## src/rtl/cnn_layer_pkg.sv

```systemverilog
`default_nettype none

package cnn_layer_pkg;

	// Image and output geometry.
	localparam int IMG_DIM = 32;
	localparam int OUT_DIM = 30;
	localparam int NUM_POSITIONS = OUT_DIM * OUT_DIM;

	// Kernel shape, 3x3 taps over three channels.
	localparam int KERNEL_TAPS = 9;
	localparam int NUM_FILTERS = 8;
	localparam int NUM_CHANNELS = 3;

	// Q8.8 fixed point.
	localparam int FRAC_BITS = 8;

	// Credits owned by the sender after reset, also the FIFO depth.
	localparam int RESULT_CREDITS = 4;

	typedef logic signed [15:0] chan_t;
	// Channel 0 sits in the low bits.
	typedef logic [NUM_CHANNELS*16-1:0] pixel_t;
	typedef logic [NUM_CHANNELS*16-1:0] weight_t;
	typedef logic signed [15:0] bias_t;
	typedef logic signed [39:0] acc_t;
	// Filter f in bits 16f up.
	typedef logic [NUM_FILTERS*16-1:0] feature_t;
	typedef logic [4:0] coord_t;

	typedef enum logic [1:0]
	{
		LOAD_PIXEL,
		LOAD_WEIGHT,
		LOAD_BIAS
	} load_kind_t;

	// One host load word.
	typedef struct packed
	{
		load_kind_t kind;
		logic [9:0] addr;
		pixel_t data;
	} load_word_t;

	// One output feature with its position.
	typedef struct packed
	{
		coord_t row;
		coord_t col;
		feature_t data;
	} result_t;

	typedef enum logic [1:0]
	{
		IDLE,
		RUN,
		DRAIN
	} seq_state_t;

endpackage

`default_nettype wire

```

## src/rtl/result_credit_tx.sv

```systemverilog
`default_nettype none
`timescale 1ns/10ps

module result_credit_tx
	import cnn_layer_pkg::*;
(
	input logic clk,
	input logic rst,
	input logic res_valid,
	input result_t res_word,
	input logic started,
	output logic space_ok,
	output logic res_sent,
	output logic out_valid,
	output result_t out_word,
	input logic credit_return
);

	result_t fifo_mem [RESULT_CREDITS];
	logic [1:0] wr_ptr;
	logic [1:0] rd_ptr;
	logic [2:0] fill;
	// Positions begun whose result has not reached the FIFO.
	logic [2:0] in_flight;
	logic [2:0] credits;
	logic pop;

	// Send only with a credit in hand and data queued.
	assign pop = (credits != 3'd0) && (fill != 3'd0);
	assign out_valid = pop;
	assign out_word = fifo_mem[rd_ptr];
	assign res_sent = pop;

	// Room for one more position, counting those still in the MAC.
	assign space_ok = (4'(fill) + 4'(in_flight)) < 4'(RESULT_CREDITS);

	always_ff @(posedge clk)
	begin
		if (res_valid)
			fifo_mem[wr_ptr] <= res_word;
	end

	always_ff @(posedge clk)
	begin
		if (rst)
		begin
			wr_ptr <= '0;
			rd_ptr <= '0;
			fill <= '0;
			in_flight <= '0;
			credits <= 3'(RESULT_CREDITS);
		end
		else
		begin
			if (res_valid)
				wr_ptr <= wr_ptr + 2'd1;
			if (pop)
				rd_ptr <= rd_ptr + 2'd1;
			case ({res_valid, pop})
				2'b10: fill <= fill + 3'd1;
				2'b01: fill <= fill - 3'd1;
				default: fill <= fill;
			endcase
			case ({started, res_valid})
				2'b10: in_flight <= in_flight + 3'd1;
				2'b01: in_flight <= in_flight - 3'd1;
				default: in_flight <= in_flight;
			endcase
			// One credit back per return, one spent per word
			case ({credit_return, pop})
				2'b10: credits <= credits + 3'd1;
				2'b01: credits <= credits - 3'd1;
				default: credits <= credits;
			endcase
		end
	end

endmodule

`default_nettype wire

```

## config.mk

```make
export PLATFORM = sky130hd
export DESIGN_NAME = result_credit_tx
export DESIGN_NICKNAME = d
export VERILOG_FILES = /design/src/rtl/cnn_layer_pkg.sv /design/src/rtl/result_credit_tx.sv
export SDC_FILE = /design/constraint.sdc
export NUM_CORES = 1
export LEC_CHECK = 0
export BUFFER_PORTS_ARGS = -buffer_cell sky130_fd_sc_hd__buf_2
export CORE_UTILIZATION = 35
export CTS_CLUSTER_SIZE = 8
export DETAILED_ROUTE_END_ITERATION = 8
export HOLD_SLACK_MARGIN = 0.05
export PLACE_DENSITY = 0.57
export SLEW_MARGIN = 20
export SYNTH_ARGS = -nofsm -noshare
export SYNTH_HDL_FRONTEND = slang
export SYNTH_SLANG_ARGS = --single-unit
```

## constraint.sdc

```tcl
create_clock -name clk -period 10.7 [get_ports clk]
set_input_delay 1.07 -clock clk [delete_from_list [all_inputs] [get_ports clk]]
set_output_delay 1.07 -clock clk [all_outputs]
set_load 0.05 [all_outputs]
```

After elaboration in Yosys (flattened, before gate mapping)
Memories as Yosys holds them, arrays and structs flattened. A register that Yosys moved wholly into a read port is not among the register bits.
Cells that the tools add are included.
W data, S select, Z words.
Cells by class
  multiplexer cells: 7
  add/subtract/negate cells: 9
  order comparisons: 1
  reduce and logical (&&, ||, !) cells: 6
  equality and inequality tests: 6
Operators by type and width (number)
  $pmux W3 S2: 3
  $add A3 B1 Y3 const B: 3
  $sub A3 B1 Y3 const B: 3
  $eq A2 B1 Y1 const B: 3
  $eq A2 B2 Y1 const B: 3
  $reduce_bool A2 Y1: 3
  $reduce_bool A3 Y1: 2
  $add A2 B1 Y2 const B: 2
  $add A3 B3 Y4: 1
  $lt A4 B3 Y1 const B: 1
  $mux W2: 2
  $mux W1: 2
  $logic_and A1 B1 Y1: 1
Storage, ports and cells
  word-level logic and storage cells: 35
  memory bits (writable): 552
  register bits: 13
  input bits: 143
  memories kept: 1
Memories
  fifo_mem: words 4, width 138, read ports 1, clocked after Yosys merged registers in 1, wr ports 1, line result_credit_tx.sv:19  | result_t fifo_mem [RESULT_CREDITS];

Logic depth before layout (Yosys ltp)
  word-level depth: 4
  gate-level depth with buffers: 8

Least setup slack after synthesis
OpenSTA, ideal clock, no wires.
  path kind: input-to-reg
  from: input port res_valid
  to: memory fifo_mem[0][0] (netlist name), enable pin
  required time: 10187 ps
  setup slack: 5961 ps
  arrival: 4226 ps
  path buffers: 0
  cell stages on the path: 1
  setup time: 513 ps
  cells stage by stage: and2_1
Between the ends
  word-level cells in the longest chain between the ends: 2
RTL lines
  start, declared: line result_credit_tx.sv:9  | input logic res_valid,
  $mux W1: line result_credit_tx.sv:39  | if (res_valid)
  $mux W1 (implied by the code): line result_credit_tx.sv:40  | fifo_mem[wr_ptr] <= res_word;
  end, declared: line result_credit_tx.sv:19
No other way between the ends.

==> results.md <==
- In this run the static leakage power is 8.44 nW.
- The share of synthesized cell area in full adder, half adder and majority cells is 0.00828.
- TritonCTS built the clock tree.
- Of the synthesized area, sequential elements account for 0.810.
- The synthesis-to-finish area growth is 21.0%.
- The max-slew violation total from the final report is 0.
- In this design, the stage delay of the slowest critical-path cell is 820 ps.
- The area of the multi-input gates is 3560 um2.
- For this design the ratio of total power to cell area is 259 nW/um2.
- The die is 246 um wide.
- After synthesis, the mean cell area works out to 25.7 um2.
- The number of failing setup endpoints in the final timing report is 0.
- Timing would allow up to 214 MHz.
- In this run the clock root is driven by a sky130_fd_sc_hd__clkbuf_16.
- The first global-routing pass estimated 62400 um of wire.
- Yosys printed 0 warnings.
- After technology mapping, the gate count stands at 812.
- Of the total synthesized cell area, the portion taken by AND, OR, NAND and NOR gates is 0.00636.
- Once placement finished, the instance area stood at about 23000 um2.
- The post-synthesis compound-gate area fraction is 0.00324.
- The flow ran to the end, and the final reports show no timing, DRC or antenna violations.
- The tightest min-delay check is of the reg -> reg type.
- The number of buffers inserted by port buffering is between 200 and 300.
- The insertion delay to the later sink of the worst-skew pair is 600 ps.
- In the global route stage, overall resource usage came out at 0.139.
- The element type at the critical path start is a flip-flop.
- The maximum fanout encountered on the critical timing path is 44.
- The die covers around 61000 um2.
- Counting distinct cell types in the post-synthesis netlist gives 25.
- The pin slew with the least headroom to its limit is around 1000 ps.
- Of the total synthesized cell area, the portion taken by XOR and XNOR cells is 0.00294.
- The critical path's slowest cell is sky130_fd_sc_hd__buf_4.
- The core outline area is 58900 um2.
- The portion of synthesized area spent on multiplexers is 0.150.
- The clock tree buffer depth is 3.
- The finished layout holds between 1500 and 2000 standard cells, fillers aside.
- The signal on the critical path passes through buf_4 > buf_4 > mux4_2 > buf_2.
- Dividing the detail-routed via count by the number of cells gives 4.81.
- The cell type with the highest occurrence count on the critical path is sky130_fd_sc_hd__buf_4.
- The relative max-transition margin is 0.342.
- Summing all flip-flop and latch instances after layout gives 16900 um2.
- The total wire length after detailed routing is 41300 um.
- Setup repair after global routing left no endpoint under its margin.
- CTS saw approximately 570 sinks.
- The violation count after the first detailed-route iteration is 524.
- The final global-route overflow total is 0.
- The number of vias after detailed routing is 9417.
- The final weighted congestion in routability-driven placement is 0.714.
- The data arrival time of the critical path is roughly 3600 ps.
- The final number of hold-violating endpoints was 0.
- The ratio of cells with drive above 1 in the final layout is 0.448.
- In the final routing, the length of wire on met1 measures 17200 um.
- For this design, the CTS-stage hold fixing added 0 buffers.
- The shortest clock period the worst path allows after layout is 4670 ps.
- The buffers inserted during post-CTS setup optimization is 0.
- The floorplan row count is between 80 and 90.
- The setup check on the worst reg-to-reg path leaves a slack of 8260 ps.
- The number of antenna violations at the first check in global routing came to 6.
- The pin count of the biggest net entering global routing is 61.
- The clock skew after layout is 21.6 ps.
- Summed over all failing endpoints, the final setup total negative slack is 0 ps.
- The initial utilization of the core area, before any placement, comes to 0.354.
- The number of global-route vias before repair came to 10100.
- The count of H-tree levels built during CTS is 3.
- The max capacitance violation total is 0.
- The count of boundary I/O pins is 284.
- The clock input transition at the sequential cells of the worst setup and hold paths is 50 ps.
- The required time reported for the critical path endpoint is 9630 ps.
- The number of search-and-repair iterations in the first detailed-routing pass is 4.
- The number of synthesized register bits is between 500 and 600.
- The number of resized instances in the post-cts repair step is 0.
- Of the available clock period, the critical path in the final layout requires 0.436.
- Measured along the y axis, the die boundary spans 246 um.
- The number of nets handed over by synthesis was between 900 and 1000.
- By area, the combinational part of the netlist is dominated by multiplexers.
- After detailed routing, the average wire length per cell comes to around 21 um.
- Fill cells in the final layout number 5071.
- With fillers left out, the area of the finished cells amounts to about 25000 um2.
- In the routed design, unresolved DRC markers number 0.
- Across the VDD grid, the largest voltage drop is 0.183 mV.
- The cell area that synthesis handed to floorplanning was 20800 um2.
- The count of nets left with antenna violations once routing finished came out at 0.
- The endpoint type of the worst setup path is an output port.
- The highest layer touched by signal routing is met5.
- The HPWL reported at the end of detailed placement is 24400 um.
- The post-layout net count is 1313.
- Summed over all nets, wire length on met3 after detailed routing comes to 2180 um.
- TritonCTS created 81 clock buffers.
- The routed length on met2 is 20900 um.
- The worst setup path is of the reg -> out kind.
- In this run, placement finished with an instance count of 1848.
## sequential cells by signal, summed over array words and instances, names as in the netlist, named ones only
name,cells
in_flight,3
fill,3
fifo_mem,552
wr_ptr,2
rd_ptr,2
credits,3
## stage by stage
step            util  setup slack, ps  power [mW]  hold slack, ps
2_1_floorplan      -             5960        4.02             453
3_3_place_gp   0.390             6490        4.34             452
3_5_place_dp   0.390             6470        4.35             473
4_1_cts        0.428             5810        6.64             479
5_1_grt        0.428             5660        6.80             510
6_report       0.428             6030        6.53             484
## cell type report
class | count | share of cell area
repair buffers | 296 | 0.0600
flip-flops and latches | 567 | 0.669
diodes | 2 | 0.000198
inverters | 15 | 0.00223
multi-input cells | 197 | 0.141
clock inverters | 8 | 0.00526
well taps | 773 | 0.0384
clock buffers | 100 | 0.0832
## metal layers
layer	vias up	global-route usage
li1	4143	-
met1	4983	0.177
met2	206	0.225
met3	79	0.0379
met4	6	0.0532
met5	-	0
## worst max-delay path, delay by kind of cell, from the launching register on
kind	cells	cell delay [ps]
buffers and inverters	3	1670
DFF	1	640
muxes	1	620
## cells by family after synthesis
family,count (synthesis)
compound gates,13
xor+xnor,7
fa+ha+maj,12
buf+inv,48
flops,567
mux,139
simple gates,26
## power by group
part	leakage [nW]	switching, mW	total (mW)	internal [mW]
clock	1.08	0.885	2.25	1.37
sequential	5.19	0.0549	2.62	2.57
combinational	2.16	1.16	1.65	0.492
## Yosys cell counts (all sizes together)
library cell	count	area (um2)
nor4	1	6.26
or3b	1	8.76
nor3	3	15.0
buf	30	345
a21oi	8	40.0
mux2i	1	10.0
mux4	138	3110
o31ai	1	7.51
and2	4	25.0
inv	15	56.3
xor2	6	52.6
dfxtp	15	300
fa	3	60.1
edfxtp	552	16600
o21ai	4	20.0
and3	1	6.26
xnor2	1	8.76
ha	9	113
or3	3	18.8
or4	1	7.51
clkbuf	3	11.3
nor2	12	45.0
## placed cells by master (no fill, tap or decap), drive strengths merged, types with 4 or more instances in the layout
| master | netlist | final |
|---|---|---|
| a21oi | 8 | 8 |
| and2 | 4 | 4 |
| buf | 30 | 296 |
| clkbuf | 3 | 100 |
| dfxtp | 15 | 15 |
| edfxtp | 552 | 552 |
| ha | 9 | 9 |
| inv | 15 | 20 |
| mux4 | 138 | 138 |
| nor2 | 12 | 12 |
| o21ai | 4 | 4 |
| xor2 | 6 | 6 |
## final timing paths
kind,from,endpoint,cells after the start
max,flip-flop,out_word[57],4
min,rd_ptr[1]$_SDFFE_PP0N_,flip-flop,2
max reg2reg,wr_ptr[0]$_SDFFE_PP0P_,fifo_mem[2][91]$_DFFE_PP_,4
min reg2reg,rd_ptr[1]$_SDFFE_PP0N_,flip-flop,2
Note: power is estimated with default switching activity, not from simulation.
