==> config.mk <==
export PLATFORM = sky130hd
export DESIGN_NAME = kernel_store
export DESIGN_NICKNAME = d
export VERILOG_FILES = /design/src/rtl/cnn_layer_pkg.sv /design/src/rtl/kernel_store.sv
export SDC_FILE = /design/constraint.sdc
export NUM_CORES = 2
export LEC_CHECK = 0
export ABC_AREA = 1
export BUFFER_PORTS_ARGS = -buffer_cell sky130_fd_sc_hd__buf_4
export CAP_MARGIN = 20
export CORE_MARGIN = 1
export CORE_UTILIZATION = 55
export CTS_CLUSTER_SIZE = 28
export DETAILED_ROUTE_END_ITERATION = 8
export GPL_ROUTABILITY_DRIVEN = 0
export PLACE_DENSITY = 0.75
export SYNTH_ARGS = -nofsm -noshare
export SYNTH_HDL_FRONTEND = slang
export SYNTH_SLANG_ARGS = --single-unit
==> constraint.sdc <==
create_clock -name clk -period 7.6 [get_ports clk]
set_clock_uncertainty 0.1 [all_clocks]
set_input_delay 0.76 -clock clk [delete_from_list [all_inputs] [get_ports clk]]
set_output_delay 0.76 -clock clk [all_outputs]
set_load 0.005 [all_outputs]
==> src/rtl/cnn_layer_pkg.sv <==
`default_nettype none

package cnn_layer_pkg;

	// Image and output geometry.
	localparam int IMG_DIM = 32;
	localparam int OUT_DIM = 30;
	localparam int NUM_POSITIONS = OUT_DIM * OUT_DIM;

	// Kernel shape, 3x3 taps over three channels.
	localparam int KERNEL_TAPS = 9;
	localparam int NUM_FILTERS = 8;
	localparam int NUM_CHANNELS = 3;

	// Q8.8 fixed point.
	localparam int FRAC_BITS = 8;

	// Credits owned by the sender after reset, also the FIFO depth.
	localparam int RESULT_CREDITS = 4;

	typedef logic signed [15:0] chan_t;
	// Channel 0 sits in the low bits.
	typedef logic [NUM_CHANNELS*16-1:0] pixel_t;
	typedef logic [NUM_CHANNELS*16-1:0] weight_t;
	typedef logic signed [15:0] bias_t;
	typedef logic signed [39:0] acc_t;
	// Filter f in bits 16f up.
	typedef logic [NUM_FILTERS*16-1:0] feature_t;
	typedef logic [4:0] coord_t;

	typedef enum logic [1:0]
	{
		LOAD_PIXEL,
		LOAD_WEIGHT,
		LOAD_BIAS
	} load_kind_t;

	// One host load word.
	typedef struct packed
	{
		load_kind_t kind;
		logic [9:0] addr;
		pixel_t data;
	} load_word_t;

	// One output feature with its position.
	typedef struct packed
	{
		coord_t row;
		coord_t col;
		feature_t data;
	} result_t;

	typedef enum logic [1:0]
	{
		IDLE,
		RUN,
		DRAIN
	} seq_state_t;

endpackage

`default_nettype wire

==> src/rtl/kernel_store.sv <==
`default_nettype none
`timescale 1ns/10ps

module kernel_store
	import cnn_layer_pkg::*;
(
	input logic clk,
	input logic rst,
	input logic load_valid,
	input load_word_t load_word,
	input logic [3:0] rd_tap,
	output weight_t [NUM_FILTERS-1:0] rd_weights,
	output bias_t [NUM_FILTERS-1:0] biases
);

	// One bank per filter so a tap reads all eight at once.
	weight_t w_mem [NUM_FILTERS][KERNEL_TAPS];

	logic [2:0] wt_filter;
	logic [3:0] wt_tap;
	logic wt_ok;
	logic wt_wr;
	logic bias_wr;

	// Split filter times 9 plus tap.
	assign wt_filter = 3'(load_word.addr / 10'(KERNEL_TAPS));
	assign wt_tap = 4'(load_word.addr % 10'(KERNEL_TAPS));
	assign wt_ok = load_word.addr < 10'(NUM_FILTERS * KERNEL_TAPS);

	assign wt_wr = load_valid && (load_word.kind == LOAD_WEIGHT) && wt_ok;
	assign bias_wr = load_valid && (load_word.kind == LOAD_BIAS)
		&& (load_word.addr < 10'(NUM_FILTERS));

	// Weight write and the registered tap read.
	always_ff @(posedge clk)
	begin
		if (wt_wr)
			w_mem[wt_filter][wt_tap] <= load_word.data;
		for (int f = 0; f < NUM_FILTERS; f++)
			rd_weights[f] <= w_mem[f][rd_tap];
	end

	// Bias registers, held across frames.
	always_ff @(posedge clk)
	begin
		if (rst)
			biases <= '0;
		else if (bias_wr)
			biases[load_word.addr[2:0]] <= load_word.data[15:0];
	end

endmodule

`default_nettype wire

* Yosys cells after proc, flatten, opt, wreduce, memory -nomap -nowiden
Memory sizes are Yosys's and may differ from the RTL's.
Index checks and enable logic that the tools add are counted.
** Word-level totals
- Bits in registers :: 512
- Memory bits (writable) :: 3456
- Input port bits :: 67
- Output and inout port bits :: 512
- Logic and storage cells :: 67
- Memories :: 1
** Memory list
- w_mem :: words 8, bits a word 432, rd ports 8, clocked after Yosys merged registers in 0, wr ports 1, RTL line kernel_store.sv:17 : weight_t w_mem [NUM_FILTERS][KERNEL_TAPS];
** Operators by class
- Divide/modulo/power cells :: 2
- Magnitude comparators :: 7
- Eq/ne operators :: 2
- Multiplexer cells :: 31
- Bitwise gates (word level) :: 2
- Reductions and logical operators :: 6
** Operator list (count)
- $bmux 48 s4 :: 8
- $mux 48 :: 17
- $mux 432 :: 1
- $demux 48 s4 :: 1
- $bwmux 128 :: 1
- $demux 16 s3 :: 1
- $mux 16 :: 1
- $div 10x4->10 const B :: 1
- $ge 5x5->1 const B :: 2
- $lt 10x4->1 const B :: 1
- $lt 10x7->1 const B :: 1
- $mod 10x4->10 const B :: 1
- $not 4->5 :: 2
- $logic_and 1x1->1 :: 6
- $lt 5x1->1 const B :: 1
- $lt 3x4->1 const B :: 1
- $ge 3x1->1 const B :: 1
- $eq 2x1->1 const B :: 1
- $eq 2x2->1 const B :: 1
- $mux 1 :: 1

* Depth between registers and ports, before layout
- Word-level depth :: 7
- Gate-level depth with buffers :: 45
- Mapped depth without buffers :: 44

* Worst setup path after synthesis
Ideal clock, no wire load.
- Kind :: input-to-reg
- From :: in load_word[54] (netlist bit)
- To :: mem w_mem[0][288] (netlist bit), enable pin
- Library setup time :: 0.454 ns
- Arrival time :: 6.554 ns
- Slack :: 0.493 ns
- Stages :: 41
- Path buffers :: 1
- Cells stage by stage :: nor2_2 -> nand2_2 -> nand3_2 -> nand4_2 -> nand2_1 -> nand2_2 -> nand2_4 -> xor2_2 -> nand2_1 -> nand2_1 -> nand2_1 -> nand2_1 -> clkinv_1 -> nand2_2 -> nand2_2 -> nand2_2 -> nand4_2 -> nand2_4 -> (+5 left out) -> nand3_1 -> nand2_2 -> nand2_2 -> nor2_8 -> nand2_1 -> nand2_1 -> ha_1 -> inv_1 -> nor2_1 -> nand3_1 -> nand2_4 -> nand3_2 -> buf_6 -> nand2_2 -> nand3_4 -> nor2_4 -> nand2_4 -> nor2_1
** Between the ends
- Cells in the longest elaborated chain, start to end :: 7
** RTL lines
- start, declared :: RTL line kernel_store.sv:10 : input load_word_t load_word,
- $mod 10x4->10 :: RTL line kernel_store.sv:27 : assign wt_tap = 4'(load_word.addr % 10'(KERNEL_TAPS));
- $not 4->5 (implied by the code) :: RTL line kernel_store.sv:38 : w_mem[wt_filter][wt_tap] <= load_word.data;
- $ge 5x5->1 (implied by the code) or $lt 5x1->1 (tied branches) :: RTL line kernel_store.sv:38
- $logic_and 1x1->1 (implied by the code) :: RTL line kernel_store.sv:38
- $mux 48 (implied by the code) :: RTL line kernel_store.sv:38
- $demux 48 s4 :: RTL line kernel_store.sv:38
- $mux 432 (implied by the code) :: RTL line kernel_store.sv:38
- end, declared :: RTL line kernel_store.sv:17
Several ways; a longest one is shown, not always the timed one.

* Worst setup path after layout
- From :: in load_word[54] (netlist bit)
- To :: mem w_mem[3][420] (netlist bit), enable pin
Same word-level chain as after synthesis.

==> impl_metrics.csv <==
group,metric,value,unit
grt,grt_pass1_vias,88600,
layout,layout-drive-gt1-share,0.139,
sta,tightest_slew,1.31,ns
grt,antenna_found_initial,45,
clock_network,h-tree-depth,5,
yosys,yosysTopAreaCellShare,0.719,
sta,period_share,0.817,
critical_path,rr_worst_depth,6,
clock_network,insertion_delay,1.00,ns
route,antenna_left,0,
yosys,ys_ff_latch,3968,
route,wl_per_cell,29.1,um
route,dr.pass1.iters,9,
grt,grt-ovfl-total,0,
yosys,synth_area_leaders,"edfxtp_1 (72%), dfxtp_1 (7.1%), nand2_1 (6.0%)",
critical_path,reg2reg_slack,5.66,ns
yosys,yosysUniqueCellTypes,38,
placement,detailed_place_hpwl,236000,um
floorplanning,coreArea,260000,um2
outcome,status,"finished with violations",
critical_path,cp_slowest_stage_delay,0.57,ns
yosys,synth_area_per_cell,14.1,um2
sta,hold_viol,0,
power_and_ir_drop,leakage,58.7,nW
yosys,synth_warnings,0,
clock_network,cts_tree,"built",
sta,max_freq,161,MHz
route,wl,425000,um
critical_path,timing_worst_setup_path_type,"in -> reg",
grt,grt_max_degree,199,
route,via_per_inst,6.32,
grt,track_usage,0.317,
critical_path,crit_fanout,22,
route,route.detailed.drc,2,
outcome,violations,"design-rule violations",
critical_path,cp-start-kind,"primary input",
yosys,yosysSeqAreaShare,0.790,
sta,setup_viol,0,
power_and_ir_drop,powerDensity,279,nW/um2
grt,grt_pass1_wl,606000,um
sta,grt_setup_unrepaired,"no",
yosys,synth_common_cells,"edfxtp_1 (3456), nand2_1 (2314), nand3_1 (1003)",
placement,pre_cts_slack,0.580,ns
sta,worst_slack,1.39,ns
floorplanning,io_pins,579,
route,drtIter0Drc,15800,
clock_network,cts_root_buffer,"clkbuf_16",
yosys,syn_area,144000,um2
yosys,synth-edff-count,3456,
yosys,postSynthCellCount,10200,
route,num_vias,92400,
job,cap_violations,0,
sta,finalSetupTns,0,ns
power_and_ir_drop,ir_worst_vdd,0.323,mV
yosys,synthArstFlopShare,0,
floorplanning,initial_core_util,0.555,
sta,fin_crit,6.21,ns
floorplanning,fp.dieW,514,um
clock_network,cts_buffers,396,
clock_network,numClockSinks,3968,
yosys,synthMostInstantiatedCell,"edfxtp_1",
critical_path,crit_path_end_kind,"flip-flop",
floorplanning,rows,187,
floorplanning,dieArea,264000,um2
sta,drv_slew,0,
worst_hold_path,whs_path_depth,1,
yosys,syn_nets,10300,
floorplanning,dieHeight,514,um
critical_path,critPathRequiredTime,8.17,ns
placement,io_buffers,578,
yosys,synth_area_leader_cell,"edfxtp_1",
clock_network,clkTransAtPathRegs,0.06,ns
clock_network,cts_buffer_depth,4,
worst_hold_path,hold_path.class,"in -> reg",
critical_path,critical-path-slowest-cell,"nor2_4",
layout,final_nets,10900,
yosys,synth_flop_cell,"edfxtp_1",
layout,syn2layout_area_growth,15.9,%
sta,max_slew_margin,0.120,
critical_path,cp.arrival,6.78,ns
-- path summary, 6_finish.rpt --
kind,from,to
setup / recovery,load_word[54],w_mem[3][420]
hold / removal,load_word[33],w_mem[4][273]
setup reg to reg,w_mem[7][48],rd_weights[336]
hold reg to reg,w_mem[6][45],rd_weights[333]
-- sequential cells by signal, summed over array words and instances (netlist names) --
name / count
biases: 128
rd_weights: 384
w_mem: 3456
-- critical path, delay by kind of cell --
family | cells | cell delay, ns
simple gates | 35 | 4.58
buf+inv | 5 | 0.66
fa+ha+maj | 2 | 0.41
compound gates | 1 | 0.31
-- placed cells by master (no fill, tap or decap), types with 37 or more instances in the layout --
master     synthesis  final
a31oi_1           86     86
nor2_4             4     76
clkinv_2           0     60
buf_4              0    710
o22ai_1           86     86
nand3_1         1003   1002
edfxtp_1        3456   3456
o211ai_1          87     87
o221ai_1         682    682
nor2_1           311    239
clkinv_1           3     52
bufinv_16          0     37
o21a_1           112    112
buf_12             0     89
clkbuf_1         589     83
dfxtp_1          512    512
clkbuf_16          0    411
inv_1            422    419
o21ai_0          384    382
clkbuf_8           0     43
nand2_1         2314   2314
-- report_power, final --
| group | internal (mW) | leakage [nW] | switching (mW) | total, mW |
|---|---|---|---|---|
| combinational | 0.790 | 17.0 | 2.28 | 3.07 |
| sequential | 23.8 | 35.3 | 0.106 | 24.0 |
| clock | 11.6 | 6.45 | 8.11 | 19.7 |
-- area by class of cell --
type | count | area, um2
diodes | 12 | 30.0
multi-input cells | 5176 | 26800
fillers | 17800 | 92900
clock inverters | 175 | 1900
flip-flops and latches | 3968 | 114000
well taps | 3496 | 4370
clock buffers | 542 | 11200
inverters | 435 | 1660
repair buffers | 807 | 7220
-- per-stage QoR --
step	util	cell area [um2]	hold WS (ns)	instances	power (mW)
after floorplan	-	144000	0.357	10200	25.7
after global routing	0.643	167000	0.0142	14600	47.8
after global placement	0.592	154000	0.350	13900	27.3
after detailed placement	0.592	154000	0.354	13900	27.4
final	0.643	167000	0.0688	14600	46.7
after CTS	0.642	167000	0.000662	14600	46.7
-- cell families (layout without fill, tap and decap cells) --
kind of cell	Yosys count	in the layout	synth area share
compound gates	1464	1464	0.0736
xor+xnor	4	4	0.000295
fa+ha+maj	4	4	0.000347
buf+inv	1081	1959	0.0283
flops	3968	3968	0.790
other cells	0	12	0
simple gates	3704	3704	0.107
-- timing repair --
item | in CTS | in global routing
setup buffers | 0 | 0
gates resized for setup | 0 | 0
hold endpoints to repair | 10 | 0
hold buffers | 2 | 0
-- routing by layer --
metal | vias to the layer above | GRT usage | share of wire
met5 | - | 0 | 0.00012
met4 | 8 | 0.144 | 0.049
met3 | 947 | 0.0748 | 0.13
met2 | 7158 | 0.491 | 0.46
met1 | 45300 | 0.427 | 0.36
li1 | 38900 | - | -
Power figures use the tool's default switching activity.
