$ cat config.mk
export PLATFORM = sky130hd
export DESIGN_NAME = conv_sequencer
export DESIGN_NICKNAME = d
export VERILOG_FILES = /design/src/rtl/cnn_layer_pkg.sv /design/src/rtl/conv_sequencer.sv
export SDC_FILE = /design/constraint.sdc
export NUM_CORES = 1
export LEC_CHECK = 0
export ABC_AREA = 1
export BUFFER_PORTS_ARGS = -buffer_cell sky130_fd_sc_hd__buf_4
export CAP_MARGIN = 25
export CORE_MARGIN = 2
export CORE_UTILIZATION = 45
export CTS_CLUSTER_DIAMETER = 50
export DETAILED_ROUTE_END_ITERATION = 10
export PLACE_DENSITY_LB_ADDON = 0.05
export SETUP_SLACK_MARGIN = 0.3
export SLEW_MARGIN = 15
export SYNTH_ARGS = -nofsm -noshare
export SYNTH_HDL_FRONTEND = slang
export SYNTH_SLANG_ARGS = --single-unit
$ cat constraint.sdc
create_clock -name clk -period 3.4 [get_ports clk]
set_input_delay 0.51 -clock clk [delete_from_list [all_inputs] [get_ports clk]]
set_output_delay 0.51 -clock clk [all_outputs]
set_load 0.01 [all_outputs]
$ cat src/rtl/cnn_layer_pkg.sv
`default_nettype none

package cnn_layer_pkg;

	// Image and output geometry.
	localparam int IMG_DIM = 32;
	localparam int OUT_DIM = 30;
	localparam int NUM_POSITIONS = OUT_DIM * OUT_DIM;

	// Kernel shape, 3x3 taps over three channels.
	localparam int KERNEL_TAPS = 9;
	localparam int NUM_FILTERS = 8;
	localparam int NUM_CHANNELS = 3;

	// Q8.8 fixed point.
	localparam int FRAC_BITS = 8;

	// Credits owned by the sender after reset, also the FIFO depth.
	localparam int RESULT_CREDITS = 4;

	typedef logic signed [15:0] chan_t;
	// Channel 0 sits in the low bits.
	typedef logic [NUM_CHANNELS*16-1:0] pixel_t;
	typedef logic [NUM_CHANNELS*16-1:0] weight_t;
	typedef logic signed [15:0] bias_t;
	typedef logic signed [39:0] acc_t;
	// Filter f in bits 16f up.
	typedef logic [NUM_FILTERS*16-1:0] feature_t;
	typedef logic [4:0] coord_t;

	typedef enum logic [1:0]
	{
		LOAD_PIXEL,
		LOAD_WEIGHT,
		LOAD_BIAS
	} load_kind_t;

	// One host load word.
	typedef struct packed
	{
		load_kind_t kind;
		logic [9:0] addr;
		pixel_t data;
	} load_word_t;

	// One output feature with its position.
	typedef struct packed
	{
		coord_t row;
		coord_t col;
		feature_t data;
	} result_t;

	typedef enum logic [1:0]
	{
		IDLE,
		RUN,
		DRAIN
	} seq_state_t;

endpackage

`default_nettype wire

$ cat src/rtl/conv_sequencer.sv
`default_nettype none
`timescale 1ns/10ps

module conv_sequencer
	import cnn_layer_pkg::*;
(
	input logic clk,
	input logic rst,
	input logic start,
	input logic space_ok,
	input logic res_sent,
	output coord_t rd_row,
	output coord_t rd_col,
	output logic [3:0] rd_tap,
	output logic tap_valid,
	output logic first_tap,
	output logic last_tap,
	output coord_t pos_row,
	output coord_t pos_col,
	output logic started,
	output logic busy,
	output logic done
);

	seq_state_t state;
	logic [1:0] krow;
	logic [1:0] kcol;
	coord_t orow;
	coord_t ocol;
	logic [9:0] sent_cnt;
	logic at_first;
	logic at_last;
	logic last_col;
	logic last_pos;
	logic issue;

	assign at_first = (krow == 2'd0) && (kcol == 2'd0);
	assign at_last = (krow == 2'd2) && (kcol == 2'd2);
	assign last_col = (ocol == coord_t'(OUT_DIM - 1));
	assign last_pos = last_col && (orow == coord_t'(OUT_DIM - 1));

	// A new position waits for room downstream; inner taps never stall.
	assign issue = (state == RUN) && (!at_first || space_ok);
	assign started = issue && at_first;
	assign busy = (state != IDLE);

	// Read addresses are output position plus tap offset.
	assign rd_row = orow + coord_t'(krow);
	assign rd_col = ocol + coord_t'(kcol);
	assign rd_tap = 4'(krow) * 4'd3 + 4'(kcol);

	// Main FSM and position counters.
	always_ff @(posedge clk)
	begin
		if (rst)
		begin
			state <= IDLE;
			krow <= '0;
			kcol <= '0;
			orow <= '0;
			ocol <= '0;
			sent_cnt <= '0;
			done <= 1'b0;
		end
		else
		begin
			done <= 1'b0;
			case (state)
				IDLE:
				begin
					if (start)
					begin
						state <= RUN;
						krow <= '0;
						kcol <= '0;
						orow <= '0;
						ocol <= '0;
						sent_cnt <= '0;
					end
				end
				RUN:
				begin
					if (issue)
					begin
						// Kernel column, then kernel row.
						if (kcol == 2'd2)
						begin
							kcol <= '0;
							krow <= (krow == 2'd2) ? 2'd0 : krow + 2'd1;
						end
						else
							kcol <= kcol + 2'd1;
						// Step the output position after the ninth tap.
						if (at_last)
						begin
							if (last_col)
							begin
								ocol <= '0;
								orow <= orow + 5'd1;
							end
							else
								ocol <= ocol + 5'd1;
							if (last_pos)
								state <= DRAIN;
						end
					end
				end
				DRAIN:
				begin
					// Finish on the 900th word leaving.
					if (res_sent && (sent_cnt == 10'(NUM_POSITIONS - 1)))
					begin
						state <= IDLE;
						done <= 1'b1;
					end
				end
				default: state <= IDLE;
			endcase
			if (res_sent)
				sent_cnt <= sent_cnt + 10'd1;
		end
	end

	// MAC controls, one cycle late to meet the memory read data.
	always_ff @(posedge clk)
	begin
		if (rst)
		begin
			tap_valid <= 1'b0;
			first_tap <= 1'b0;
			last_tap <= 1'b0;
		end
		else
		begin
			tap_valid <= issue;
			first_tap <= issue && at_first;
			last_tap <= issue && at_last;
		end
	end

	always_ff @(posedge clk)
	begin
		pos_row <= orow;
		pos_col <= ocol;
	end

endmodule

`default_nettype wire

=== After elaboration in Yosys (flattened, before gate mapping) ===
Index checks and enable logic that the tools add are counted.

* Register bits after elaboration: 40
* Input port bits: 5
* Word-level logic and storage cells: 86

* Add/subtract/negate cells: 8
* Multiply operators: 1
* Eq/ne operators: 14
* Muxes and demuxes: 27
* Bitwise operators: 1
* Reduce and logical (&&, ||, !) cells: 23

{| class="wikitable"
|+ Operators with widths
! kind !! count
|-
| 5-bit 2-to-1 mux || 7
|-
| 10-bit 2-to-1 mux || 3
|-
| 2-bit 2-to-1 mux || 11
|-
| 5-bit case mux with 2 select lines || 2
|-
| 2-bit inequality test, second input constant || 6
|-
| 10-bit by 1-bit adder with 10-bit output, second input constant || 1
|-
| 5-bit by 1-bit adder with 5-bit output, second input constant || 2
|-
| 5-bit by 2-bit adder with 5-bit output || 2
|-
| 10-bit equality test, second input constant || 1
|-
| 5-bit equality test, second input constant || 2
|-
| 5-bit AND reduction || 2
|-
| 2-bit case mux with 2 select lines || 2
|-
| 4-bit AND reduction || 2
|-
| 2-bit nonzero test || 4
|-
| 1-bit logical AND || 7
|-
| 2-bit equality test, second input constant || 3
|-
| 2-bit zero test || 3
|-
| 2-bit case mux with 3 select lines || 1
|-
| 2-bit by 1-bit adder with 2-bit output, second input constant || 2
|-
| 4-bit by 2-bit adder with 4-bit output || 1
|-
| 2-bit by 2-bit multiplier with 4-bit output, second input constant || 1
|-
| 3-bit AND reduction || 1
|-
| 2-bit by 1-bit equality test with 1-bit output, second input constant || 1
|-
| 2-bit by 1-bit inequality test with 1-bit output, second input constant || 1
|-
| other kinds (6) || 6
|}

=== Depth between registers and ports, before layout ===
Gate-level depths: netlist of the first run.

* Depth in word-level cells: 7
* Depth in mapped cells: 11
* Depth with buffers taken out: 11

=== Worst setup path after synthesis of the first run ===
No wires, ideal clock.

* Path kind: reg-to-output
* From: reg krow[1]
* To: out rd_tap[2]
* Arrival: 1.649 ns
* Setup slack: 1.241 ns
* Stages on the path, launching flop included: 4
* Cells stage by stage: dfxtp_1 -> fa_1 -> ha_1 -> fa_1

* Longest elaborated chain between the ends: 2

{| class="wikitable"
|+ RTL lines
! item !! RTL line !! RTL
|-
| start: declaration || conv_sequencer.sv:26 || <nowiki>logic [1:0] krow;</nowiki>
|-
| start signal: assignment || conv_sequencer.sv:89 || <nowiki>krow <= (krow == 2'd2) ? 2'd0 : krow + 2'd1;</nowiki>
|-
| 2-bit by 2-bit multiplier with 4-bit output || conv_sequencer.sv:50 || <nowiki>assign rd_tap = 4'(krow) * 4'd3 + 4'(kcol);</nowiki>
|-
| 4-bit by 2-bit adder with 4-bit output || conv_sequencer.sv:50 ||
|-
| end: declaration || conv_sequencer.sv:14 || <nowiki>output logic [3:0] rd_tap,</nowiki>
|}

Every way passes these cells.

=== Worst setup path after layout of the first run ===
* From: reg kcol[1]
* To: out rd_tap[2]

* Longest elaborated chain between the ends: 1

{| class="wikitable"
|+ RTL lines
! item !! RTL line !! RTL
|-
| start: declaration || conv_sequencer.sv:27 || <nowiki>logic [1:0] kcol;</nowiki>
|-
| start signal: assignment || conv_sequencer.sv:92 || <nowiki>kcol <= kcol + 2'd1;</nowiki>
|-
| 4-bit by 2-bit adder with 4-bit output || conv_sequencer.sv:50 ||
|}

Every way passes these cells.

==> run summary, run 1 <==
# diodes: 0
Global-route usage over all layers: 18.0%
Clk_skew: 0.00504 ns
Fin. max-slew vios: 0
PwrDens: 416 mW/mm^2
#FFs+latches synth: 40
Layout Cells excl Fill: 365
Most frequent cells in the layout: nand2_1 (50), dfxtp_1 (40), inv_1 (35)
Syn Inst Count: 278
Worst skew pair latency: 0.29 ns
Layout cells sized above 1: 16.9%
Top cells by area, synth: dfxtp_1 (38%), nand2_1 (8.9%), ha_1 (8.3%)
Pleak: 1.16 nW
Site Rows: 24
DRT antenna net count: 0
Ys Warns: 0
Largest net degree at the start of global routing: 19
Worst endpoint required time: 2.89 ns
Clock buffer depth: 2
IO Pins: 35
R2R cell count: 10
Slowest CP cell: dfxtp_1
Initial core utilization: 47.5%
CP startpoint kind: flop
Min-Delay Startpoint: ocol[4]
Overflow after GRT: 0
Worst R2R Setup Slack: 1.62 ns
Vias in the first global route: 1703
Least-Margin Pin Slew: 0.345 ns
Total CTS buffers: 5
Final HPWL DP: 3230 um
Status: finished, final reports clean
HP Class: reg2reg
Slew HR: 76.9%
WP data arrival: 2.09 ns
Initial antenna violation count: 0
Max-cap violations: 0
Core area: 0.00444 sq mm
Drt pass-1 iters: 4
Crit. End Element: output pin
Critical-path cell list: fa_1 -> ha_1 -> fa_1 -> buf_4
Full die area: 0.00526 sq mm
Commonest non-fill, non-tap cell in the layout: nand2_1
TritonCTS clock tree: done
# DRC: 0
DRT iter0 DRCs: 127
Cells after DPL: 357
Setup CP Type: reg2out
Final net count: 335
Synthesized Nets: 301
Root buf cell: clkbuf_8
FMAX: 385 MHz
Hold EP: pos_col[4]
Final Hold Viols: 0
R2r startpoint: krow[1]
Synth Area per Inst: 7.60 sq um
Hold depth: 0
Fin crit period: 2.60 ns
Setup TNS: 0 ns
Post-synth top area cell: dfxtp_1
First-pass GRT wire length: 7470 um
Final Cycle Share: 76.3%
CP peak stage delay: 0.51 ns
GP Congestion: 0.894
Chip width: 72.5 um
Hold buffers post-CTS: 0
Die H: 72.5 um
FF-to-FF End: ocol[1]
Clock-pin slew on the worst setup and hold paths: 0.07 ns
Synth Cell Area: 0.00211 sq mm
Drt via density: 4.99
Final WL: 4290 um
Post_cts resized: 0
RSZ-0062 raised after global routing: false
Crit-path max FO: 7
Synth cell types: 29
Maximum vdd drop: 0.255 mV
Area growth syn-to-layout: 17.6%
Routed WL per cell: 11.7 um
Buffers added on ports: 34
H-Tree Depth: 2
Synth top area share: 37.9%
Vias: 1821
Clock Sinks: 40
Setup bufs post-CTS: 0
Register area share after synthesis: 37.9%
Final-report setup violation count: 0
Cell repeated most along the worst path: fa_1
cells in the mapped netlist:
cell / number
a2bb2oi_1: 1
nand4_1: 6
o21ai_4: 1
nand2_4: 2
o21ai_0: 9
nand3_1: 21
inv_2: 3
buf_4: 3
nor4_1: 1
fa_1: 4
o21ai_1: 1
xnor2_1: 1
ha_1: 14
nand2_1: 50
clkbuf_1: 3
xor2_1: 8
dfxtp_1: 40
or2_0: 1
a31oi_1: 1
nor2_2: 1
buf_2: 1
a21oi_1: 24
o31ai_1: 3
nor2_1: 33
nor2_8: 1
nand2_2: 4
inv_1: 35
inv_4: 1
nor3_1: 5
through the flow:
step / setup slack (ns) / util (%) / total power [mW] / cell area (sq um) / hold slack [ns]
after floorplan: 1.24 / - / 0.654 / 2110 / 0.326
after global placement: 1.12 / 53.9 / 0.723 / 2390 / 0.364
after detailed placement: 1.10 / 53.9 / 0.724 / 2390 / 0.363
after CTS: 0.773 / 55.9 / 1.05 / 2480 / 0.373
after global routing: 0.684 / 55.9 / 1.09 / 2480 / 0.385
final: 0.804 / 55.9 / 1.03 / 2480 / 0.371
power breakdown:
| group | internal (mW) | switching, mW |
|---|---|---|
| sequential | 0.490 | 0.0247 |
| combinational | 0.0763 | 0.120 |
| clock | 0.165 | 0.156 |
how the worst max path moves through the flow:
stage	cells past startpoint	startpoint	endpoint	slack [ns]
after floorplan	3	krow[1]	rd_tap[2]	1.24
after global placement	4	krow[1]	rd_tap[2]	1.12
after detailed placement	4	krow[1]	rd_tap[2]	1.10
after CTS	4	krow[1]	rd_tap[2]	0.77
after global routing	4	krow[1]	rd_tap[2]	0.68
final	4	kcol[1]	rd_tap[2]	0.80
area by class of cell:
cell class / instances / area (sq um)
sequential: 40 / 801
multi-input combinational: 192 / 1120
inverter: 39 / 149
fill: 433 / 1960
timing repair buffer: 34 / 255
tap: 52 / 65.1
clock buffer: 8 / 90.1
cell families after synthesis:
kind of cell / after synthesis / share of synthesized area [%]
buffers and inverters: 46 / 8.89
xor gates and xnor gates: 9 / 3.73
DFF: 40 / 37.9
AOI/OAI and AO/OA: 40 / 10.6
adders and majority gates: 18 / 12.1
and+or+nand+nor: 125 / 26.8
critical path, delay by kind of cell, from the launching register on:
family	cells	cell delay [ns]
adder cells (fa/ha/maj)	3	1.18
flip-flops	1	0.51
buffers and inverters	1	0.11
sequential cells by signal (all words and copies together), names as in the netlist:
signal     cells
pos_row        5
krow           2
first_tap      1
tap_valid      1
state          2
sent_cnt      10
pos_col        5
ocol           5
done           1
last_tap       1
orow           5
kcol           2
layer usage:
layer	wire length, um	share of wire, %	GRT usage, %
met1	2000	47	22.3
met2	2040	48	30.1
met3	181	4.2	5.14
met4	63	1.5	6.17
met5	0	0	0
Power figures use the tool's default switching activity.
==> inputs of run 2 (changes only) <==
==> constraint.sdc (replaced) <==
create_clock -name clk -period 2.4 [get_ports clk]
set_input_delay 0.36 -clock clk [delete_from_list [all_inputs] [get_ports clk]]
set_output_delay 0.36 -clock clk [all_outputs]
set_load 0.01 [all_outputs]
==> run 2 against run 1 <==
Compared with the run above:
- total power is 45% higher
- register-to-register slack worse by 0.96 ns
- first-iteration DRC count down 25%
- count of clock-buffer cells in the layout fell by 1
- sequential power is 42% higher
- critical endpoint unchanged
- largest power group unchanged
- highest routed layer unchanged
==> run summary, run 2 (same netlist as run 1, synthesis figures left out) <==
Status: finished, final reports clean
Most frequent cells in the layout: nand2_1 (49), dfxtp_1 (36), buf_4 (36)
Clock buffer depth: 2
Drt pass-1 iters: 4
Biggest register: sent_cnt
Slew HR: 75.7%
Area growth syn-to-layout: 20.8%
GP Congestion: 0.879
DRT iter0 DRCs: 95
Hold buffers post-CTS: 0
Crit-path max FO: 2
Largest register FFs: 10
Final Hold Viols: 0
DRT antenna net count: 0
Final net count: 338
Worst endpoint required time: 2.04 ns
Clock Sinks: 40
Maximum vdd drop: 0.285 mV
CP startpoint kind: flop
Site Rows: 24
Final WL: 4460 um
Clock-pin slew on the worst setup and hold paths: 0.07 ns
Worst skew pair latency: 0.28 ns
Fin crit period: 2.28 ns
# diodes: 0
Drt via density: 4.84
RSZ-0062 raised after global routing: true
Max-cap violations: 0
HP Class: reg2reg
TritonCTS clock tree: done
Final-report setup violation count: 0
Core area: 0.00444 sq mm
Vias in the first global route: 1770
Full die area: 0.00526 sq mm
Largest net degree at the start of global routing: 19
Chip width: 72.5 um
# DRC: 0
Buffers added on ports: 34
Clk_skew: 0.00359 ns
Vias: 1778
IO Pins: 35
WP data arrival: 1.92 ns
Total CTS buffers: 5
First-pass GRT wire length: 7760 um
Overflow after GRT: 0
FMAX: 438 MHz
Layout cells sized above 1: 21.3%
Pleak: 1.17 nW
Initial core utilization: 47.5%
Setup CP Type: reg2out
Final HPWL DP: 3280 um
Root buf cell: clkbuf_8
Routed WL per cell: 12.1 um
Crit. End Element: output pin
Finished Cell Area: 0.00255 sq mm
Setup TNS: 0 ns
Initial antenna violation count: 0
Fin. max-slew vios: 0
Final Cycle Share: 95.1%
Fin util: 57.4%
Least-Margin Pin Slew: 0.364 ns
Placed inst area: 0.00241 sq mm
Global-route usage over all layers: 18.8%
Die H: 72.5 um
Commonest non-fill, non-tap cell in the layout: nand2_1
H-Tree Depth: 2
PwrDens: 585 mW/mm^2
## run 2: path summary, 6_finish.rpt
path	from	endpoint	slack, ns	cells after the start
max	kcol[1]	rd_tap[2]	0.12	4
min	ocol[4]	pos_col[4]	0.37	0
max reg2reg	krow[1]	ocol[1]	0.66	11
min reg2reg	ocol[4]	pos_col[4]	0.37	0
## run 2: power breakdown
group | internal [mW] | switching (mW)
combinational | 0.112 | 0.174
sequential | 0.695 | 0.0354
clock | 0.256 | 0.220
total | 1.06 | 0.429
## run 2: worst max-delay path, stage by stage, from the launching register on
cell	delay [ns]
dfxtp_2	0.33
fa_1	0.48
ha_2	0.20
fa_1	0.51
buf_4	0.12
## run 2: through the flow
step	power, mW	setup slack, ns	hold slack, ns	std cells
floorplan	0.927	0.391	0.326	278
global placement	1.02	0.405	0.364	359
detailed placement	1.03	0.302	0.368	359
CTS	1.50	0.0995	0.384	367
global route	1.58	0.0526	0.403	367
finish	1.49	0.117	0.374	367
## run 2: area by class of cell
| cell class | instances | area, sq um |
|---|---|---|
| inverters | 39 | 149 |
| clock buffers | 7 | 96.3 |
| well taps | 52 | 65.1 |
| repair buffers | 37 | 282 |
| multi-input cells | 192 | 1150 |
| flip-flops and latches | 40 | 808 |
| fillers | 426 | 1890 |
## run 2: timing repair
action	in CTS	in global routing
setup endpoints to repair	3	6
pin swaps	3	2
hold endpoints to repair	0	0
resized for setup	5	8
buffers inserted	1	0
## run 2: per-layer routing
layer,GRT usage [%],wire length [um]
met1,24.2,2160
met2,30.9,2090
met3,4.31,134
met4,6.58,76
met5,0,0
==> inputs of run 3 (changes only) <==
--- a/config.mk
+++ b/config.mk
@@ -8,7 +8,7 @@
 export ABC_AREA = 1
 export BUFFER_PORTS_ARGS = -buffer_cell sky130_fd_sc_hd__buf_4
 export CAP_MARGIN = 25
-export CORE_MARGIN = 2
+export CORE_MARGIN = 5
 export CORE_UTILIZATION = 45
 export CTS_CLUSTER_DIAMETER = 50
 export DETAILED_ROUTE_END_ITERATION = 10
==> run 3 against run 2 <==
Compared with the run above:
- final cell count grew 1.4%
- cell area grew 1.4%
- first-iteration DRC count grew 24%
- highest routed layer unchanged
- global-route usage shrank 3.3 points
- largest power group unchanged
- total power grew 4.4%
- combinational power is essentially flat
- critical path type unchanged
- register-to-register slack lost 0.05 ns
- die area grew 17%
- clock skew grew 0.0031 ns
==> run summary, run 3 (same netlist as run 1, synthesis figures left out) <==
Root buf cell: clkbuf_8
Crit. End Element: output pin
Site Rows: 25
Commonest non-fill, non-tap cell in the layout: nand2_1
Worst endpoint required time: 2.04 ns
Final Hold Viols: 0
Clock buffer depth: 2
DRT antenna net count: 0
Setup CP Type: reg2out
Combinational power share: 18.5%
FMAX: 443 MHz
First-pass GRT wire length: 7760 um
IO Pins: 35
Fin util: 55.9%
Most frequent cells in the layout: nand2_1 (49), dfxtp_1 (37), buf_4 (37)
Buffers added on ports: 34
Psw: 0.438 mW
Max-cap violations: 0
Fin crit period: 2.26 ns
Final HPWL DP: 3290 um
PwrDens: 602 mW/mm^2
Vias: 1835
Clock Sinks: 40
Hold buffers post-CTS: 0
# DRC: 0
Initial core utilization: 45.6%
Drt via density: 4.93
RSZ-0062 raised after global routing: true
GP Congestion: 0.811
TritonCTS clock tree: done
HP Class: reg2reg
Final-report setup violation count: 0
Biggest register: sent_cnt
Crit-path max FO: 2
CP startpoint kind: flop
Full die area: 0.00616 sq mm
Clk_skew: 0.00673 ns
Fin. max-slew vios: 0
Overflow after GRT: 0
Sequential power share: 46.9%
Core area: 0.00463 sq mm
Pleak: 1.19 nW
Worst skew pair latency: 0.29 ns
Cells after DPL: 361
# diodes: 0
Die H: 78.5 um
Area growth syn-to-layout: 22.5%
WP data arrival: 1.90 ns
Worst R2R Setup Slack: 0.61 ns
Vias in the first global route: 1700
Sw Ratio: 28.1%
Hold Slack: 0.373 ns
Layout Cells excl Fill: 372
Clock-pin slew on the worst setup and hold paths: 0.08 ns
Status: finished, final reports clean
H-Tree Depth: 2
Internal power: 1.12 mW
Largest register FFs: 10
Final Cycle Share: 94.0%
Maximum vdd drop: 0.318 mV
Routed WL per cell: 12.0 um
Setup TNS: 0 ns
Layout cells sized above 1: 22.3%
Largest net degree at the start of global routing: 19
Drt pass-1 iters: 4
Global-route usage over all layers: 15.5%
Final net count: 340
Slew HR: 77.0%
Final WL: 4450 um
Total CTS buffers: 5
DRT iter0 DRCs: 118
Least-Margin Pin Slew: 0.344 ns
Chip width: 78.5 um
Initial antenna violation count: 0
Clk network pwr share: 34.6%
run 3: metrics by stage:
step                total power, mW  instance area (sq um)  setup WS [ns]
global placement               1.03                   2410          0.402
floorplan                     0.927                   2110          0.391
global route                   1.66                   2590         0.0843
detailed placement             1.02                   2410          0.367
CTS                            1.57                   2540          0.130
finish                         1.56                   2590          0.143
run 3: path summary, 6_finish.rpt:
kind,start,end,depth (start not counted)
setup / recovery,krow[0],rd_tap[2],4
hold reg to reg,ocol[4],pos_col[4],0
hold / removal,ocol[4],pos_col[4],0
setup reg to reg,krow[0],ocol[1],12
run 3: power groups by stage:
stage / clock network, mW / logic, mW / registers (mW)
2_1_floorplan: 0 / 0.183 / 0.744
3_3_place_gp: 0 / 0.280 / 0.746
3_5_place_dp: 0 / 0.278 / 0.747
4_1_cts: 0.555 / 0.283 / 0.730
5_1_grt: 0.589 / 0.330 / 0.738
6_report: 0.539 / 0.289 / 0.731
run 3: cell type report:
type | instances | area, sq um
well taps | 54 | 67.6
fillers | 474 | 2040
clock inverters | 2 | 35.0
clock buffers | 6 | 72.6
flip-flops and latches | 40 | 810
inverters | 39 | 149
repair buffers | 39 | 300
multi-input cells | 192 | 1150
run 3: per-layer routing:
| layer | track usage, % | vias up | routed length (um) |
|---|---|---|---|
| met5 | 0 | - | 0 |
| met4 | 5.94 | 0 | 80 |
| met3 | 3.90 | 10 | 202 |
| met2 | 25.5 | 38 | 2050 |
| met1 | 19.3 | 820 | 2110 |
| li1 | - | 967 | - |
run 3: critical path: stages, from the launching register on:
cell,delay (ns)
dfxtp_4,0.35
fa_1,0.54
ha_2,0.17
fa_1,0.41
buf_6,0.13
run 3: what timing repair did:
action / CTS / global route
setup endpoints to repair: 3 / 6
pin swaps: 1 / 5
buffers inserted: 1 / 2
resized for setup: 6 / 11
